$ cat config.mk
export PLATFORM = sky130hd
export DESIGN_NAME = dma_top
export DESIGN_NICKNAME = d
export VERILOG_FILES = /design/src/hw/dma_pkg.sv /design/src/hw/dma_cfg_if.sv /design/src/hw/dma_regs.sv /design/src/hw/dma_addr_gen.sv /design/src/hw/dma_engine.sv /design/src/hw/dma_top.sv
export SDC_FILE = /design/constraint.sdc
export NUM_CORES = 1
export LEC_CHECK = 0
export ABC_AREA = 1
export BUFFER_PORTS_ARGS = -buffer_cell sky130_fd_sc_hd__clkbuf_2
export CORE_UTILIZATION = 55
export CTS_CLUSTER_SIZE = 10
export DETAILED_ROUTE_END_ITERATION = 10
export GPL_ROUTABILITY_DRIVEN = 0
export GPL_TIMING_DRIVEN = 0
export PLACE_DENSITY = 0.85
export SYNTH_ARGS = -nofsm -noshare
export SYNTH_HDL_FRONTEND = slang
export SYNTH_SLANG_ARGS = --single-unit
$ cat constraint.sdc
create_clock -name clk -period 3.7 [get_ports clk]
set_input_delay 1.11 -clock clk [delete_from_list [all_inputs] [get_ports clk]]
set_output_delay 1.11 -clock clk [all_outputs]
set_load 0.005 [all_outputs]
$ cat src/hw/dma_pkg.sv
// ******************************
// word addresses are 21 bits, data words 16 bits
// strobe and control bit positions follow the Z80 register map
// ******************************

package dma_pkg;

    typedef logic [20:0] addr_t;   // DRAM word address
    typedef logic [15:0] word_t;
    typedef logic [7:0]  byte_t;   // Z80 bus and SPI byte
    typedef logic [2:0]  dev_t;

    // target device codes
    localparam dev_t DEV_RAM   = 3'd1;
    localparam dev_t DEV_SPI   = 3'd2;
    localparam dev_t DEV_IDE   = 3'd3;
    localparam dev_t DEV_CRAM  = 3'd4;  // write-only
    localparam dev_t DEV_SFILE = 3'd5;  // write-only

    // bit index of each register strobe in the port-write vector
    localparam int unsigned REG_SADDR_L = 0;
    localparam int unsigned REG_SADDR_H = 1;
    localparam int unsigned REG_SADDR_X = 2;
    localparam int unsigned REG_DADDR_L = 3;
    localparam int unsigned REG_DADDR_H = 4;
    localparam int unsigned REG_DADDR_X = 5;
    localparam int unsigned REG_LEN     = 6;
    localparam int unsigned REG_LAUNCH  = 7;
    localparam int unsigned REG_NUM     = 8;
    localparam int unsigned NUM_REGS    = 9;

    // control byte layout, device code sits in bits 2..0
    localparam int unsigned CTL_WNR   = 7;  // 1 = RAM to device
    localparam int unsigned CTL_ZWT   = 6;
    localparam int unsigned CTL_SALGN = 5;
    localparam int unsigned CTL_DALGN = 4;
    localparam int unsigned CTL_ASZ   = 3;  // aligned line size, 0 = 128, 1 = 256 words

endpackage

$ cat src/hw/dma_cfg_if.sv
// ******************************
// values are held from launch until the next launch
// launch is a single-cycle strobe
// ******************************

interface dma_cfg_if;
    import dma_pkg::*;

    dev_t  device;
    logic  wnr;        // 0 = device to RAM
    logic  zwt;
    logic  salgn;
    logic  dalgn;
    logic  asz;
    byte_t burst_len;  // words per burst minus one
    byte_t burst_num;  // bursts minus one
    logic  launch;

    modport regs (
        output device,
        output wnr,
        output zwt,
        output salgn,
        output dalgn,
        output asz,
        output burst_len,
        output burst_num,
        output launch
    );

    // alignment bits go to the address generators straight from the top
    modport engine (
        input device,
        input wnr,
        input zwt,
        input burst_len,
        input burst_num,
        input launch
    );

endinterface

$ cat src/hw/dma_regs.sv
// ******************************
// all register writes are dropped while a transfer runs
// latched fields are not reset, program before launch
// ******************************

module dma_regs (
    input  logic                            clk,
    input  logic [dma_pkg::NUM_REGS-1:0]    port_wr,
    input  dma_pkg::byte_t                  zdata,
    input  logic                            active,
    dma_cfg_if.regs                         cfg,
    output logic                            src_ld_lo,
    output logic                            src_ld_hi,
    output logic                            src_ld_ext,
    output logic                            dst_ld_lo,
    output logic                            dst_ld_hi,
    output logic                            dst_ld_ext
);
    import dma_pkg::*;

    logic [NUM_REGS-1:0] wr;

    assign wr = port_wr & {NUM_REGS{~active}};  // masked while busy

    // byte loads into the address counters
    assign src_ld_lo  = wr[REG_SADDR_L];
    assign src_ld_hi  = wr[REG_SADDR_H];
    assign src_ld_ext = wr[REG_SADDR_X];
    assign dst_ld_lo  = wr[REG_DADDR_L];
    assign dst_ld_hi  = wr[REG_DADDR_H];
    assign dst_ld_ext = wr[REG_DADDR_X];

    // the engine loads its counters on this same edge
    assign cfg.launch = wr[REG_LAUNCH];

    always_ff @(posedge clk)
    begin
        if (wr[REG_LEN])
        begin
            cfg.burst_len <= zdata;
        end
        if (wr[REG_NUM])
        begin
            cfg.burst_num <= zdata;
        end
    end

    // control byte, written together with the launch
    always_ff @(posedge clk)
    begin
        if (wr[REG_LAUNCH])
        begin
            cfg.wnr    <= zdata[CTL_WNR];
            cfg.zwt    <= zdata[CTL_ZWT];
            cfg.salgn  <= zdata[CTL_SALGN];
            cfg.dalgn  <= zdata[CTL_DALGN];
            cfg.asz    <= zdata[CTL_ASZ];
            cfg.device <= zdata[2:0];
        end
    end

    // a launch only comes from idle and always starts a transfer
    a_launch_from_idle: assert property (
        @(posedge clk) cfg.launch |-> !active ##1 active
    );

endmodule

$ cat src/hw/dma_addr_gen.sv
// ******************************
// a step takes priority over a Z80 byte load
// aligned mode reloads the low part at each burst end
// ******************************

module dma_addr_gen (
    input  logic            clk,
    input  dma_pkg::byte_t  zdata,
    input  logic            ld_lo,
    input  logic            ld_hi,
    input  logic            ld_ext,
    input  logic            align,
    input  logic            asz,
    input  logic            step,
    input  logic            burst_end,
    output dma_pkg::addr_t  addr
);
    import dma_pkg::*;

    byte_t       saved_lo;  // low part restored at each burst end
    logic [8:0]  inc_lo;
    byte_t       next_lo;
    logic [1:0]  add_line;
    logic [13:0] next_line;
    logic        next_mid;
    addr_t       next_addr;

    assign inc_lo  = {1'b0, addr[7:0]} + 9'd1;
    assign next_lo = (align && burst_end) ? saved_lo : inc_lo[7:0];

    // aligned: +128 or +256 words per burst; unaligned: carry out of the low byte
    always_comb
    begin
        if (align)
        begin
            add_line = {burst_end && asz, burst_end && !asz};
        end
        else
        begin
            add_line = {inc_lo[8], 1'b0};
        end
    end

    assign next_line = addr[20:7] + {12'd0, add_line};

    // bit 7 belongs to the low part only for 256-word lines
    assign next_mid  = align ? (asz ? next_lo[7] : next_line[0]) : inc_lo[7];
    assign next_addr = {next_line[13:1], next_mid, next_lo[6:0]};

    always_ff @(posedge clk)
    begin
        if (step)
        begin
            addr <= next_addr;
        end
        else
        begin
            if (ld_lo)
            begin
                addr[6:0]     <= zdata[7:1];
                saved_lo[6:0] <= zdata[7:1];
            end
            if (ld_hi)
            begin
                addr[12:7]  <= zdata[5:0];
                saved_lo[7] <= zdata[0];
            end
            if (ld_ext)
            begin
                addr[20:13] <= zdata;
            end
        end
    end

endmodule

$ cat src/hw/dma_engine.sv
// ******************************
// each word is a read phase then a write phase
// peers hold off completion as long as they like
// ******************************

module dma_engine (
    input  logic            clk,
    input  logic            rst_n,
    dma_cfg_if.engine       cfg,
    input  dma_pkg::addr_t  src_addr,
    input  dma_pkg::addr_t  dst_addr,
    output logic            src_step,
    output logic            dst_step,
    output logic            burst_end,
    output logic            active,
    output logic            wait_z80,
    output dma_pkg::word_t  data,
    output dma_pkg::byte_t  wraddr,
    output dma_pkg::addr_t  dram_addr,
    input  dma_pkg::word_t  dram_rddata,
    output dma_pkg::word_t  dram_wrdata,
    output logic            dram_req,
    output logic            dram_rnw,
    input  logic            dram_next,
    input  dma_pkg::byte_t  spi_rddata,
    output dma_pkg::byte_t  spi_wrdata,
    output logic            spi_req,
    input  logic            spi_stb,
    input  logic            spi_start,
    input  dma_pkg::word_t  ide_in,
    output dma_pkg::word_t  ide_out,
    output logic            ide_req,
    output logic            ide_rnw,
    input  logic            ide_stb,
    output logic            cram_we,
    output logic            sfile_we
);
    import dma_pkg::*;

    logic       phase;      // 0 = read, 1 = write
    logic       bsel;       // SPI byte lane, 0 = low
    logic       dv_ram, dv_spi, dv_ide, dv_crm, dv_sfl;
    logic       state_rd, state_wr, state_mem, state_dev;
    logic       dev_req, dev_stb, phase_end, word_done;
    logic       spi_int_stb, spi_int_start, ide_int_stb;
    byte_t      b_ctr;      // words left in burst
    logic [8:0] b_ctr_dec;
    logic [8:0] n_ctr;      // bursts left, msb set when idle
    logic [8:0] n_ctr_dec;

    assign dv_ram = (cfg.device == DEV_RAM);
    assign dv_spi = (cfg.device == DEV_SPI);
    assign dv_ide = (cfg.device == DEV_IDE);
    assign dv_crm = (cfg.device == DEV_CRAM) && cfg.wnr;   // tables are write-only
    assign dv_sfl = (cfg.device == DEV_SFILE) && cfg.wnr;

    // RAM mode uses DRAM in both phases
    assign state_rd  = ~phase;
    assign state_wr  = phase;
    assign state_mem = dv_ram || (cfg.wnr ^ phase);
    assign state_dev = !dv_ram && (cfg.wnr ^ !phase);

    assign spi_int_stb   = dv_spi && spi_stb;
    assign spi_int_start = dv_spi && spi_start;
    assign ide_int_stb   = dv_ide && ide_stb;

    assign dev_req  = active && state_dev;
    assign cram_we  = dev_req && dv_crm && state_wr;
    assign sfile_we = dev_req && dv_sfl && state_wr;
    assign dev_stb  = cram_we || sfile_we || ide_int_stb || (spi_int_stb && bsel);

    assign phase_end = active && ((state_mem && dram_next) || (state_dev && dev_stb));
    assign word_done = phase_end && state_wr;
    assign src_step  = phase_end && state_rd;
    assign dst_step  = word_done;

    // DRAM side
    assign dram_req    = active && state_mem;
    assign dram_rnw    = state_rd;
    assign dram_addr   = state_rd ? src_addr : dst_addr;
    assign dram_wrdata = data;

    assign spi_req    = dev_req && dv_spi;
    assign spi_wrdata = {8{state_rd}} | (bsel ? data[15:8] : data[7:0]);  // idle FF on reads
    assign ide_req    = dev_req && dv_ide;
    assign ide_rnw    = state_rd;
    assign ide_out    = data;

    assign wraddr   = dst_addr[7:0];
    assign wait_z80 = cfg.zwt && active;

    // read data capture
    always_ff @(posedge clk)
    begin
        if (state_rd)
        begin
            if (state_mem && dram_next)
            begin
                data <= dram_rddata;
            end
            if (ide_int_stb)
            begin
                data <= ide_in;
            end
            if (spi_int_start)
            begin
                if (bsel)
                begin
                    data[15:8] <= spi_rddata;
                end
                else
                begin
                    data[7:0] <= spi_rddata;
                end
            end
        end
    end

    always_ff @(posedge clk)
    begin
        if (!rst_n)
        begin
            phase <= 1'b0;
            bsel  <= 1'b0;
        end
        else if (cfg.launch)
        begin
            phase <= 1'b0;
            bsel  <= 1'b0;
        end
        else
        begin
            if (phase_end)
            begin
                phase <= ~phase;
            end
            if (spi_int_stb)
            begin
                bsel <= ~bsel;  // two bytes per word
            end
        end
    end

    assign b_ctr_dec = {1'b0, b_ctr} - 9'd1;
    assign burst_end = b_ctr_dec[8];    // last word of the burst
    assign n_ctr_dec = n_ctr - {8'd0, burst_end};
    assign active    = ~n_ctr[8];

    always_ff @(posedge clk)
    begin
        if (!rst_n)
        begin
            n_ctr <= 9'h100;
        end
        else if (cfg.launch)
        begin
            n_ctr <= {1'b0, cfg.burst_num};
        end
        else if (word_done)
        begin
            n_ctr <= n_ctr_dec;     // wraps to idle after the last burst
        end
    end

    always_ff @(posedge clk)
    begin
        if (cfg.launch)
        begin
            b_ctr <= cfg.burst_len;
        end
        else if (word_done)
        begin
            b_ctr <= burst_end ? cfg.burst_len : b_ctr_dec[7:0];
        end
    end

    a_one_peer: assert property (
        @(posedge clk) disable iff (!rst_n)
        (dram_req && (spi_req || ide_req || cram_we || sfile_we)) |-> dv_ram
    );

    a_quiet_idle: assert property (
        @(posedge clk) disable iff (!rst_n)
        !active |-> !(dram_req || spi_req || ide_req || cram_we || sfile_we)
    );

endmodule

$ cat src/hw/dma_top.sv
// ******************************
// DRAM, SPI, IDE and table ports
// connect to external controllers
// ******************************

module dma_top (
    input  logic                            clk,
    input  logic                            rst_n,
    input  logic [dma_pkg::NUM_REGS-1:0]    port_wr,
    input  dma_pkg::byte_t                  zdata,
    output logic                            dma_act,
    output logic                            wait_z80,
    output dma_pkg::word_t                  data,
    output dma_pkg::byte_t                  wraddr,
    output dma_pkg::addr_t                  dram_addr,
    input  dma_pkg::word_t                  dram_rddata,
    output dma_pkg::word_t                  dram_wrdata,
    output logic                            dram_req,
    output logic                            dram_rnw,
    input  logic                            dram_next,
    input  dma_pkg::byte_t                  spi_rddata,
    output dma_pkg::byte_t                  spi_wrdata,
    output logic                            spi_req,
    input  logic                            spi_stb,
    input  logic                            spi_start,
    input  dma_pkg::word_t                  ide_in,
    output dma_pkg::word_t                  ide_out,
    output logic                            ide_req,
    output logic                            ide_rnw,
    input  logic                            ide_stb,
    output logic                            cram_we,
    output logic                            sfile_we
);
    import dma_pkg::*;

    addr_t src_addr, dst_addr;
    logic  src_ld_lo, src_ld_hi, src_ld_ext;
    logic  dst_ld_lo, dst_ld_hi, dst_ld_ext;
    logic  src_step, dst_step, burst_end;

    dma_cfg_if cfg_if ();

    dma_regs i_regs (
        .clk        (clk),
        .port_wr    (port_wr),
        .zdata      (zdata),
        .active     (dma_act),
        .cfg        (cfg_if.regs),
        .src_ld_lo  (src_ld_lo),
        .src_ld_hi  (src_ld_hi),
        .src_ld_ext (src_ld_ext),
        .dst_ld_lo  (dst_ld_lo),
        .dst_ld_hi  (dst_ld_hi),
        .dst_ld_ext (dst_ld_ext)
    );

    dma_addr_gen i_src (
        .clk       (clk),
        .zdata     (zdata),
        .ld_lo     (src_ld_lo),
        .ld_hi     (src_ld_hi),
        .ld_ext    (src_ld_ext),
        .align     (cfg_if.salgn),
        .asz       (cfg_if.asz),
        .step      (src_step),
        .burst_end (burst_end),
        .addr      (src_addr)
    );

    dma_addr_gen i_dst (
        .clk       (clk),
        .zdata     (zdata),
        .ld_lo     (dst_ld_lo),
        .ld_hi     (dst_ld_hi),
        .ld_ext    (dst_ld_ext),
        .align     (cfg_if.dalgn),
        .asz       (cfg_if.asz),
        .step      (dst_step),
        .burst_end (burst_end),
        .addr      (dst_addr)
    );

    dma_engine i_engine (
        .clk         (clk),
        .rst_n       (rst_n),
        .cfg         (cfg_if.engine),
        .src_addr    (src_addr),
        .dst_addr    (dst_addr),
        .src_step    (src_step),
        .dst_step    (dst_step),
        .burst_end   (burst_end),
        .active      (dma_act),
        .wait_z80    (wait_z80),
        .data        (data),
        .wraddr      (wraddr),
        .dram_addr   (dram_addr),
        .dram_rddata (dram_rddata),
        .dram_wrdata (dram_wrdata),
        .dram_req    (dram_req),
        .dram_rnw    (dram_rnw),
        .dram_next   (dram_next),
        .spi_rddata  (spi_rddata),
        .spi_wrdata  (spi_wrdata),
        .spi_req     (spi_req),
        .spi_stb     (spi_stb),
        .spi_start   (spi_start),
        .ide_in      (ide_in),
        .ide_out     (ide_out),
        .ide_req     (ide_req),
        .ide_rnw     (ide_rnw),
        .ide_stb     (ide_stb),
        .cram_we     (cram_we),
        .sfile_we    (sfile_we)
    );

endmodule

==> results.md <==
* Status: completed
* Clk pin slew, worst setup/hold paths at 0.05 ns
* Worst r2r dst: i_src.addr[17]
* Worst skew pair latency at 0.42 ns
* Vias per inst at 5.509
* R2r startpoint: i_engine.b_ctr[0]
* Syn Area/Cell at 8.699 sq um
* Post-detail-place hpwl at 13,510 um
* Rel. slew slack at 44.36%
* Commonest non-fill, non-tap cell in the layout: nand2_1
* Total global-route track usage at 30.26%
* Crit path launch type: flop
* Post-Route WL at 18,730 um
* Die H at 113.3 um
* Max cap viols at 0
* First-pass DRT Iterations at 7
* Worst-margin pin slew at 0.8347 ns
* Most frequent cells in the layout: 203 x nand2_1, 157 x clkbuf_2, 106 x edfxtp_1
* Vias in the first global route at 5,838
* Number of inserted diodes at 0
* Share of post-route cells with drive strength above 1 at 26.88%
* Row cnt at 40
* CORE AREA at 12,060 sq um
* Post-DP Area at 7802 sq um
* TritonCTS clock tree: done
* Post-synthesis sequential area ratio at 49.96%
* Worst min-delay path class: reg2reg
* Hold Buf Count CTS at 0
* Total negative slack at 0 ns
* Grt peak-use layer: met2
* GR Util met1 at 36.26%
* DRC at 0
* CP endpoint kind: primary output
* Final setup viols at 0
* Die W at 113.3 um
* Critical path required time at 2.59 ns
* First-pass GRT wire length at 29,170 um
* Hold Crit Start: i_engine.n_ctr[0]
* GR Layer Usage met3 at 5.945%
* R2r setup slk at 0.37 ns
* Hold EP: i_engine.n_ctr[0]
* Cell area after layout at 8389 sq um
* Worst Setup Path Type: reg2out
* Reg2reg path depth at 17
* PwrDens at 477.8 nW/um^2
* Crit path max fanout at 27
* Clk buf depth at 2
* DR WL/cell at 16.45 um
* Max VDD drop at 0.0003356 V
* CTS Root Cell: clkbuf_16
* H-Tree Depth at 4
* Max Transition Viols Final at 0
* Clock sink count at 117
* Clock Skew at 0.007442 ns
* Initial drt markers at 645
* Nets at 1,032
* Die area at 12,830 sq um
* Largest net degree at the start of global routing at 28
* Layout area overhead at 23.16%
* Fmax at 0.2914 GHz
* Initial core utilization at 56.47%
* Initial antenna violation count at 0
* Cells after Synth at 783
* Synth warn at 0
* Inserted Clock Buffers at 17
* Seq cells post-synth at 117
* Tcrit/Tclk final at 92.73%
* Library cells used by synthesis at 37
* Detail Route Antenna Nets at 0
* Total gr overflow at 0
* Final Critical Period at 3.431 ns
* WP data arrival at 2.32 ns
* Ports at 157
* Port bufs at 156
* GR met2 Demand/Resource at 52.64%
* Mapped cell area at 6812 sq um
* Lkg Pwr at 3.878 nW
* Final hold vios at 0
* Worst hold path stage count at 2
* RSZ-0062 raised after global routing: false
* Via count at 6,275
* Final worst slack at 0.2688 ns
* Net count after synthesis at 857
* Pre-CTS WS at -0.03622 ns
cell usage after synthesis:
cell type  count  share of area, %
a21boi_0       1              0.11
a21oi_1       18               1.3
a31oi_1       18               1.7
buf_1          2              0.11
buf_2          3              0.22
buf_4         43               4.7
buf_6          2              0.33
clkbuf_1      17              0.94
dfxtp_1       11               3.2
edfxtp_1     106                47
fa_1           2              0.59
ha_1           9               1.7
inv_1         79               4.4
inv_2          7              0.39
mux2i_1        2              0.29
nand2_1      204                11
nand2_2        2              0.18
nand2_4        3              0.50
nand3_1       45               3.3
nand3_2        1              0.15
nand3b_1       2              0.22
nand4_1        7              0.64
nor2_1        51               2.8
nor2_2         3              0.28
nor3_1         7              0.51
nor3_2         1              0.15
nor3b_1        1              0.11
nor4_1         2              0.18
o211ai_1      24               2.6
o21ai_0       56               4.1
o21ai_1        7              0.51
o21bai_1       2              0.22
o22ai_1        1             0.092
or2_0          1             0.092
or2_2          4              0.37
xnor2_1       11               1.4
xor2_1        28               3.6
critical path: stages, from the launching register on:
cell	delay (ns)
dfxtp_1	0.30
buf_6	0.14
inv_2	0.07
clkbuf_1	0.46
clkbuf_4	0.53
nand2_1	0.14
nand2_1	0.13
clkbuf_2	0.12
worst max path at each step:
stage / end / startpoint / cells past startpoint / slack, ns
detailed placement: dram_addr[1] / i_engine.phase / 7 / -0.04
global route: i_dst.addr[19] / i_engine.b_ctr[0] / 18 / 0.03
CTS: dram_addr[1] / i_engine.phase / 7 / 0.07
global placement: dram_addr[2] / i_engine.phase / 7 / -0.007
finish: dram_addr[1] / i_engine.phase / 7 / 0.27
floorplan: i_dst.addr[17] / i_engine.b_ctr[0] / 18 / 0.84
where the power goes:
group          switching [W]  internal (W)  leakage (nW)
sequential          0.000120       0.00161          1.12
clock               0.000578      0.000986         0.275
combinational       0.000379      0.000340          2.49
total                0.00108       0.00293          3.88
layout make-up:
| cell class | count | area, sq um |
|---|---|---|
| timing repair buffer | 156 | 780.7 |
| clock inverter | 9 | 77.57 |
| tap | 168 | 210.2 |
| inverter | 86 | 322.8 |
| multi-input combinational | 513 | 2669 |
| fill | 925 | 3672 |
| buffer | 67 | 437.9 |
| clock buffer | 23 | 488.0 |
| sequential | 117 | 3403 |
state kept, by name (all words and copies together) (netlist names):
| name | count |
|---|---|
| i_engine.phase | 1 |
| i_regs.cfg.burst_num | 8 |
| i_dst.saved_lo | 8 |
| i_regs.cfg.device | 3 |
| i_engine.bsel | 1 |
| i_regs.cfg.asz | 1 |
| i_regs.cfg.dalgn | 1 |
| i_regs.cfg.zwt | 1 |
| i_engine.n_ctr | 9 |
| i_regs.cfg.burst_len | 8 |
| i_regs.cfg.wnr | 1 |
| i_regs.cfg.salgn | 1 |
| i_src.addr | 21 |
| i_src.saved_lo | 8 |
| i_dst.addr | 21 |
| i_engine.b_ctr | 8 |
| i_engine.data | 16 |
metrics by stage:
| step | total power (W) | utilization [%] | hold WS (ns) | cells |
|---|---|---|---|---|
| after floorplan | 0.002140 | - | 0.4610 | 783 |
| after global placement | 0.002432 | 64.69 | 0.4681 | 1107 |
| after detailed placement | 0.002455 | 64.69 | 0.4715 | 1107 |
| after CTS | 0.004004 | 69.39 | 0.4790 | 1139 |
| after global routing | 0.004168 | 69.55 | 0.5204 | 1139 |
| final | 0.004008 | 69.55 | 0.4861 | 1139 |
cells by family after synthesis:
logic type / synth area share (%)
simple gates: 20.74
buf+inv: 11.08
compound gates: 10.67
mux: 0.2939
flops: 49.96
xor+xnor: 5.015
fa+ha+maj: 2.241
routing by layer:
| layer | vias up | routed length, um |
|---|---|---|
| met1 | 2884 | 7233 |
| met4 | 0 | 646 |
| met3 | 58 | 1690 |
| met5 | - | 0 |
| met2 | 388 | 9161 |
| li1 | 2945 | - |
repair_timing:
action / 4_1_cts / 5_1_grt
gates resized for setup: 1 / 11
setup endpoints to repair: 11 / 8
pin swaps: 0 / 0
buffers inserted: 0 / 0
(Power assumes the default switching activity.)
